<file path="config.mk">
export PLATFORM = sky130hd
export DESIGN_NAME = systolic_array
export DESIGN_NICKNAME = d
export VERILOG_FILES = /design/src/logic/systolic_pkg.sv /design/src/logic/operand_bank.sv /design/src/logic/pe_column.sv /design/src/logic/column_reducer.sv /design/src/logic/systolic_array.sv
export SDC_FILE = /design/constraint.sdc
export NUM_CORES = 2
export LEC_CHECK = 0
export BUFFER_PORTS_ARGS = -buffer_cell sky130_fd_sc_hd__buf_2
export CAP_MARGIN = 10
export CORE_MARGIN = 1
export CORE_UTILIZATION = 60
export DETAILED_ROUTE_END_ITERATION = 10
export HOLD_SLACK_MARGIN = 0.06
export PLACE_DENSITY = 0.81
export SLEW_MARGIN = 20
export SYNTH_ARGS = -nofsm -noshare
export SYNTH_HDL_FRONTEND = slang
export SYNTH_SLANG_ARGS = --single-unit
</file>
<file path="constraint.sdc">
create_clock -name clk -period 5.62 [get_ports clk]
set_input_delay 1.124 -clock clk [delete_from_list [all_inputs] [get_ports clk]]
set_output_delay 1.124 -clock clk [all_outputs]
set_load 0.02 [all_outputs]
</file>
<file path="src/logic/systolic_pkg.sv">
package systolic_pkg;

    // word width of weights, inputs and partial sums
    localparam int data_w = 16;

    // rows and columns of the array
    localparam int array_dim = 3;

    // one signed word
    // products and sums all wrap at this width
    typedef logic signed [data_w-1:0] data_t;

    // three words, element 0 first
    // one row off the bus, or one column of a bank
    typedef data_t [array_dim-1:0] vec_t;

    // full bank contents, indexed by row
    // grid[r][c] is the word at row r, column c
    typedef vec_t [array_dim-1:0] grid_t;

    // per-row write enables, bit r selects row r
    typedef logic [array_dim-1:0] row_sel_t;

    // nine words total per bank
    // bus carries data_w * array_dim bits per cycle
    // array sizes all follow array_dim

endpackage

</file>
<file path="src/logic/operand_bank.sv">
`timescale 1ns/100ps

module operand_bank (
    input  logic                  clk,
    input  logic                  rst,
    // one enable per row
    input  systolic_pkg::row_sel_t row_we,
    // shared three-word bus
    input  systolic_pkg::vec_t     data_in,
    // registered contents, indexed by row
    output systolic_pkg::grid_t    bank
);

    import systolic_pkg::*;

    // next contents of the bank
    grid_t bank_next;

    // row load select
    // every row with its enable high takes the whole bus
    // rows with enable low hold their words
    always_comb begin
        bank_next = bank;
        for (int r = 0; r < array_dim; r++) begin
            if (row_we[r]) begin
                // all three columns of the row at once
                bank_next[r] = data_in;
            end
        end
    end

    // bank storage
    // cleared so the array computes a zero sum after reset
    always_ff @(posedge clk) begin
        if (rst) begin
            bank <= '0;
        end else begin
            bank <= bank_next;
        end
    end

    // write in cycle t is visible from cycle t+1
    // several rows may load in the same cycle
    // no read port, contents are always visible to the columns
    // same module serves weights and inputs

endmodule

</file>
<file path="src/logic/pe_column.sv">
`timescale 1ns/100ps

module pe_column (
    input  logic               clk,
    input  logic               rst,
    // weights of this column, element r from row r
    input  systolic_pkg::vec_t weight,
    // inputs of this column, element r from row r
    input  systolic_pkg::vec_t operand,
    // bottom partial sum of the column
    output systolic_pkg::data_t col_sum
);

    import systolic_pkg::*;

    // low 16 bits of each row's product
    data_t [array_dim-1:0] prod;

    // partial sum entering each row from above
    data_t [array_dim-1:0] sum_in;

    // multiply-add result of each row before the register
    data_t [array_dim-1:0] mac;

    // registered partial sums, one per row
    data_t [array_dim-1:0] stage;

    // products
    // result width is data_w so the upper half is dropped
    always_comb begin
        for (int r = 0; r < array_dim; r++) begin
            prod[r] = weight[r] * operand[r];
        end
    end

    // partial sum chain
    // top element starts from zero
    // every lower element takes the registered sum one row up
    always_comb begin
        sum_in[0] = '0;
        for (int r = 1; r < array_dim; r++) begin
            sum_in[r] = stage[r-1];
        end
    end

    // add the product to the incoming partial sum
    // wraps on overflow, no saturation
    always_comb begin
        for (int r = 0; r < array_dim; r++) begin
            mac[r] = prod[r] + sum_in[r];
        end
    end

    // stage registers
    // sums move down one row per cycle
    always_ff @(posedge clk) begin
        if (rst) begin
            stage <= '0;
        end else begin
            for (int r = 0; r < array_dim; r++) begin
                stage[r] <= mac[r];
            end
        end
    end

    // bottom register leaves the column
    // row 0 product reaches it after three cycles
    assign col_sum = stage[array_dim-1];

    // stage0(t+1) = P0(t)
    // stage1(t+1) = stage0(t) + P1(t)
    // col_sum(t+1) = stage1(t) + P2(t)
    // weights and inputs are static here

endmodule

</file>
<file path="src/logic/column_reducer.sv">
`timescale 1ns/100ps

module column_reducer (
    input  logic                clk,
    input  logic                rst,
    // bottom sums of the three columns
    input  systolic_pkg::data_t col_sum_0,
    input  systolic_pkg::data_t col_sum_1,
    input  systolic_pkg::data_t col_sum_2,
    // final dot product
    output systolic_pkg::data_t result
);

    import systolic_pkg::*;

    // first level, columns 0 and 1
    data_t pair_sum;

    // registered first level
    data_t partial;

    // second level, adds column 2
    data_t total_sum;

    // both additions wrap at data_w bits
    assign pair_sum  = col_sum_0 + col_sum_1;
    assign total_sum = partial + col_sum_2;

    // two register stages
    // column 2 joins one cycle after columns 0 and 1
    always_ff @(posedge clk) begin
        if (rst) begin
            partial <= '0;
            result  <= '0;
        end else begin
            partial <= pair_sum;
            result  <= total_sum;
        end
    end

    // partial(t+1) = col_sum_0(t) + col_sum_1(t)
    // result(t+1) = partial(t) + col_sum_2(t)
    // result is a register, no output scaling
    // zero right after reset since every column is cleared too

endmodule

</file>
<file path="src/logic/systolic_array.sv">
`timescale 1ns/100ps

module systolic_array (
    input  logic                   clk,
    input  logic                   rst,
    // shared word bus for both banks
    input  systolic_pkg::vec_t     data_in,
    // row writes into the weight bank
    input  systolic_pkg::row_sel_t weight_row_we,
    // row writes into the input bank
    input  systolic_pkg::row_sel_t input_row_we,
    // settled nine-term dot product
    output systolic_pkg::data_t    result
);

    import systolic_pkg::*;

    // bank contents, indexed by row
    grid_t weight_grid;
    grid_t input_grid;

    // same contents regrouped by column
    // weight_cols[c][r] is row r of column c
    grid_t weight_cols;
    grid_t input_cols;

    // bottom sums of each column
    data_t col_sum_0;
    data_t col_sum_1;
    data_t col_sum_2;

    // weights stay put once written
    operand_bank weight_bank (
        .clk     (clk),
        .rst     (rst),
        .row_we  (weight_row_we),
        .data_in (data_in),
        .bank    (weight_grid)
    );

    // input words, written from the same bus
    operand_bank input_bank (
        .clk     (clk),
        .rst     (rst),
        .row_we  (input_row_we),
        .data_in (data_in),
        .bank    (input_grid)
    );

    // transpose rows into columns
    // pure wiring, no logic
    for (genvar c = 0; c < array_dim; c++) begin : g_col_slice
        for (genvar r = 0; r < array_dim; r++) begin : g_row_slice
            assign weight_cols[c][r] = weight_grid[r][c];
            assign input_cols[c][r]  = input_grid[r][c];
        end
    end

    // column 0
    pe_column column_0 (
        .clk     (clk),
        .rst     (rst),
        .weight  (weight_cols[0]),
        .operand (input_cols[0]),
        .col_sum (col_sum_0)
    );

    // column 1
    pe_column column_1 (
        .clk     (clk),
        .rst     (rst),
        .weight  (weight_cols[1]),
        .operand (input_cols[1]),
        .col_sum (col_sum_1)
    );

    // column 2
    // its sum enters the reducer one level later
    pe_column column_2 (
        .clk     (clk),
        .rst     (rst),
        .weight  (weight_cols[2]),
        .operand (input_cols[2]),
        .col_sum (col_sum_2)
    );

    // two-stage fold of the column sums
    column_reducer reducer (
        .clk       (clk),
        .rst       (rst),
        .col_sum_0 (col_sum_0),
        .col_sum_1 (col_sum_1),
        .col_sum_2 (col_sum_2),
        .result    (result)
    );

    // write at t, bank holds it from t+1
    // three column stages plus two reducer stages
    // result settled 5 cycles after the last write takes effect
    // new writes may follow every cycle, sets overlap in the pipe
    // no handshake, nothing stalls

endmodule

</file>
==> results_dict.tcl <==
set metrics [dict create \
    floorplan.initialDensity_pct 60.49 \
    synth.distinct_cells 53 \
    number_of_hold_violations_in_the_final_report 0 \
    worst-path-buf-inv 4 \
    tightestPinTransition_ns 1.107 \
    cp_max_fo 13 \
    synth_top_flop_cell "dfxtp_1" \
    netlist.area_leader.share_pct 28.30 \
    postRouteWirelength_microns 132600 \
    iter_0_drt_violations 2487 \
    cts.root.buffer_cell "clkbuf_16" \
    timing.hold.ws_ns 0.4965 \
    synth_fp_nets 7775 \
    post_cts_hold_buffer_count 0 \
    hpwl_microns 104000 \
    unrepaired_setup_endpoints_after_global_routing "yes" \
    synthToLayoutAreaGrowth_pct 6.794 \
    post_synth_instance_area_sq_um 56370 \
    core.rowCount 112 \
    power.density_nw_per_um2 206.2 \
    clock_insertion_delay_worst_skew_ns 0.65 \
    grt_antenna_before_repair 2 \
    grt_pass1_vias 42710 \
    worstPathCellList "and2_1 -> fa_1 -> inv_1 -> fa_1 -> fa_1 -> inv_1 -> fa_1 -> fa_1 -> inv_1 -> fa_1 -> inv_1 -> ha_1 -> a21o_1 -> a21oi_1 -> o21ai_1 -> a31oi_1 -> xnor3_1 -> nor2_1" \
    final_max_slew_viol_count 0 \
    grt_max_degree 96 \
    startpoint_type_of_the_worst_setup_path "flip-flop" \
    vdd_ir_drop_max_mv 0.2344 \
    clock.fmax_mhz 185.7 \
    number_of_port_buffers 71 \
    synth.top_cells.by_area "fa_1 28%, dfxtp_1 16%, ha_1 14%" \
    core_area_sq_um 93190 \
    top_level_ports 72 \
    synth_async_sr_flop_share_pct 0 \
    path_class "reg2reg" \
    seqCellArea_sq_um 9304 \
    ant_nets 0 \
    gr-total-overflow 0 \
    fin_tns_setup_ns 0 \
    crit_family "adder cells" \
    syn-instance-count 6313 \
    finish.net_count 7767 \
    via_per_instance_ratio 5.291 \
    number_of_flops_mapped_to_enable_cells_by_yosys 0 \
    holdCritPathClass "reg2reg" \
    gp_congestion 0.9295 \
    fp.dieW_microns 308.5 \
    finClkSkew_ns 0.01624 \
    numCtsBuffers 56 \
    die_area_sq_um 95180 \
    part_of_the_yosys_area_used_for_sequential_elements_pct 16.48 \
    grt_first_pass_wirelength_microns 219300 \
    grt_usage_pct 29.12 \
    leakagePower_uw 0.03040 \
    route.detailed.wl_per_inst_microns 17.43 \
    slew_headroom_pct 26.19 \
    worst_setup_hold_path_clk_slew_ns 0.07 \
    dieHeight_microns 308.5 \
    drv_cap 0 \
    comb_power_share_pct 35.6 \
    endpoint_type_of_the_worst_setup_path "flip-flop" \
    slowest_stage "dfxtp_1" \
    clock_sinks 464 \
    cts_tree "built" \
    status "completed" \
    detailroute.via_count 40240 \
    pwr-share-clk_pct 31.5 \
    synth_top_area_cell "fa_1" \
    p_int_uw 7915 \
    post_route_cells_drive_above_1_share_pct 4.834 \
    critical_path.max_stage_delay_ns 0.66 \
    power.switching_fraction_pct 36.25 \
    multi_input_area_sq_um 40920 \
    ys_ff_latch 464 \
    report.final.setup_viol 0 \
    avgSynthCellArea_sq_um 8.929 \
    power.switching_uw 4501 \
    cts.htree.levels 2 \
    yosysWarningCount 0 \
    fillerInstances 7315 \
    timing.final.crit_share_pct 95.82 \
    antenna-diode-count 0 \
    remaining_drc_errors 0 \
    p_seq_share_pct 33.0 \
    drt_first_pass_iters 6 \
    min_period_ns 5.385 \
    cp_data_arrival_time_ns 5.97 \
    cts_buffer_depth 3 \
    crit_top_cell "fa_1" \
    critPathRequiredTime_ns 6.21 \
]
[power groups by stage]
stage / Clock, uW / Sequential (uW) / Combinational, uW
after floorplan: 0 / 3940 / 3280
after global placement: 0 / 4140 / 4210
after detailed placement: 0 / 4150 / 4360
after CTS: 3960 / 4080 / 4410
after global routing: 4090 / 4130 / 5000
final: 3900 / 4090 / 4420
[sequential cells by signal, indices dropped and copies added (netlist names)]
register	count
reducer.result	16
column_0.col_sum	16
input_bank.bank	144
column_2.stage	32
column_1.stage	32
column_2.col_sum	16
reducer.partial	16
column_1.col_sum	16
column_0.stage	32
weight_bank.bank	144
[worst paths after layout]
check | from | to | slack, ns | cells after the start
setup reg to reg | weight_bank.bank[132] | column_2.col_sum[15] | 0.23 | 18
hold reg to reg | weight_bank.bank[15] | weight_bank.bank[15] | 0.50 | 2
setup / recovery | weight_bank.bank[132] | column_2.col_sum[15] | 0.23 | 18
hold / removal | weight_bank.bank[15] | weight_bank.bank[15] | 0.50 | 2
[layer usage]
layer	global-route usage, %	vias up	wire (microns)
met5	0	-	17
met4	11.10	2	5279
met3	4.899	310	9142
met2	49.01	1272	63310
met1	37.48	19900	54840
li1	-	18760	-
[placed cells by master, fill, tap and decap left out, drive strengths merged, types with 43 or more instances in the layout]
cell,instances
nand2,555
buf,177
nor2,445
and2,693
ha,609
clkbuf,68
inv,1396
o21ai,68
nor2b,87
a21o,43
mux2i,290
a21oi,61
fa,797
xor2,73
xnor2,285
dfxtp,464
[worst register-to-register path, cell delays in order (launching register included)]
cell,delay (ns)
dfxtp_1,0.66
and2_1,0.23
fa_1,0.40
inv_1,0.08
fa_1,0.43
fa_1,0.40
inv_1,0.08
fa_1,0.44
fa_1,0.54
inv_1,0.05
fa_1,0.47
inv_1,0.04
ha_1,0.33
a21o_1,0.19
a21oi_1,0.13
o21ai_1,0.11
a31oi_1,0.20
xnor3_1,0.43
nor2_1,0.10
[synthesized netlist by cell type, drive strengths merged (3+ instances only)]
cell type / number
o211ai: 15
xnor2: 285
nand3: 6
a21boi: 5
nor2b: 87
a211oi: 6
fa: 797
xnor3: 9
nor3b: 8
and2: 693
mux2: 19
dfxtp: 464
or4b: 3
o21a: 24
o21ai: 68
clkbuf: 200
ha: 609
a21o: 43
nand2b: 33
nor4: 6
nor2: 445
o21bai: 10
or3: 7
xor2: 73
inv: 1395
nand2: 555
nor3: 21
o31a: 6
a31oi: 14
buf: 43
mux2i: 290
a21oi: 61
[kinds of logic (layout without fill, tap and decap cells)]
| kind of cell | count (synthesis) | count (layout) | synth area share, % |
|---|---|---|---|
| AND/OR/NAND/NOR | 1869 | 1869 | 16.31 |
| multiplexers | 309 | 309 | 5.529 |
| buffers and inverters | 1638 | 1676 | 10.98 |
| adder cells (fa/ha/maj) | 1406 | 1406 | 41.82 |
| AO/OA/AOI/OAI | 260 | 260 | 2.961 |
| XOR/XNOR | 367 | 367 | 5.922 |
| flip-flops | 464 | 464 | 16.48 |
[what timing repair did]
item | CTS | global route
endpoints found under the setup margin | 0 | 8
gates resized for setup | 0 | 16
setup buffers | 0 | 0
[per-stage QoR]
step / instances / cell area (sq um) / setup WS, ns / utilization (%) / total power [uW]
2_1_floorplan: 6313 / 56370 / 0.3887 / - / 7224
3_3_place_gp: 7501 / 58170 / 0.2731 / 62.42 / 8349
3_5_place_dp: 7501 / 58170 / 0.1765 / 62.42 / 8510
4_1_cts: 7605 / 60160 / 0.1448 / 64.55 / 12460
5_1_grt: 7605 / 60200 / 0.0008575 / 64.60 / 13220
6_report: 7605 / 60200 / 0.2349 / 64.60 / 12420
[layout make-up]
cell class	instances	share of cell area [%]
multi-input combinational	4211	67.97
sequential	464	15.45
inverter	1395	8.698
tap	1254	2.606
clock buffer	68	2.552
timing repair buffer	177	1.970
clock inverter	36	0.7461
Note: power is estimated with default switching activity, not from simulation.
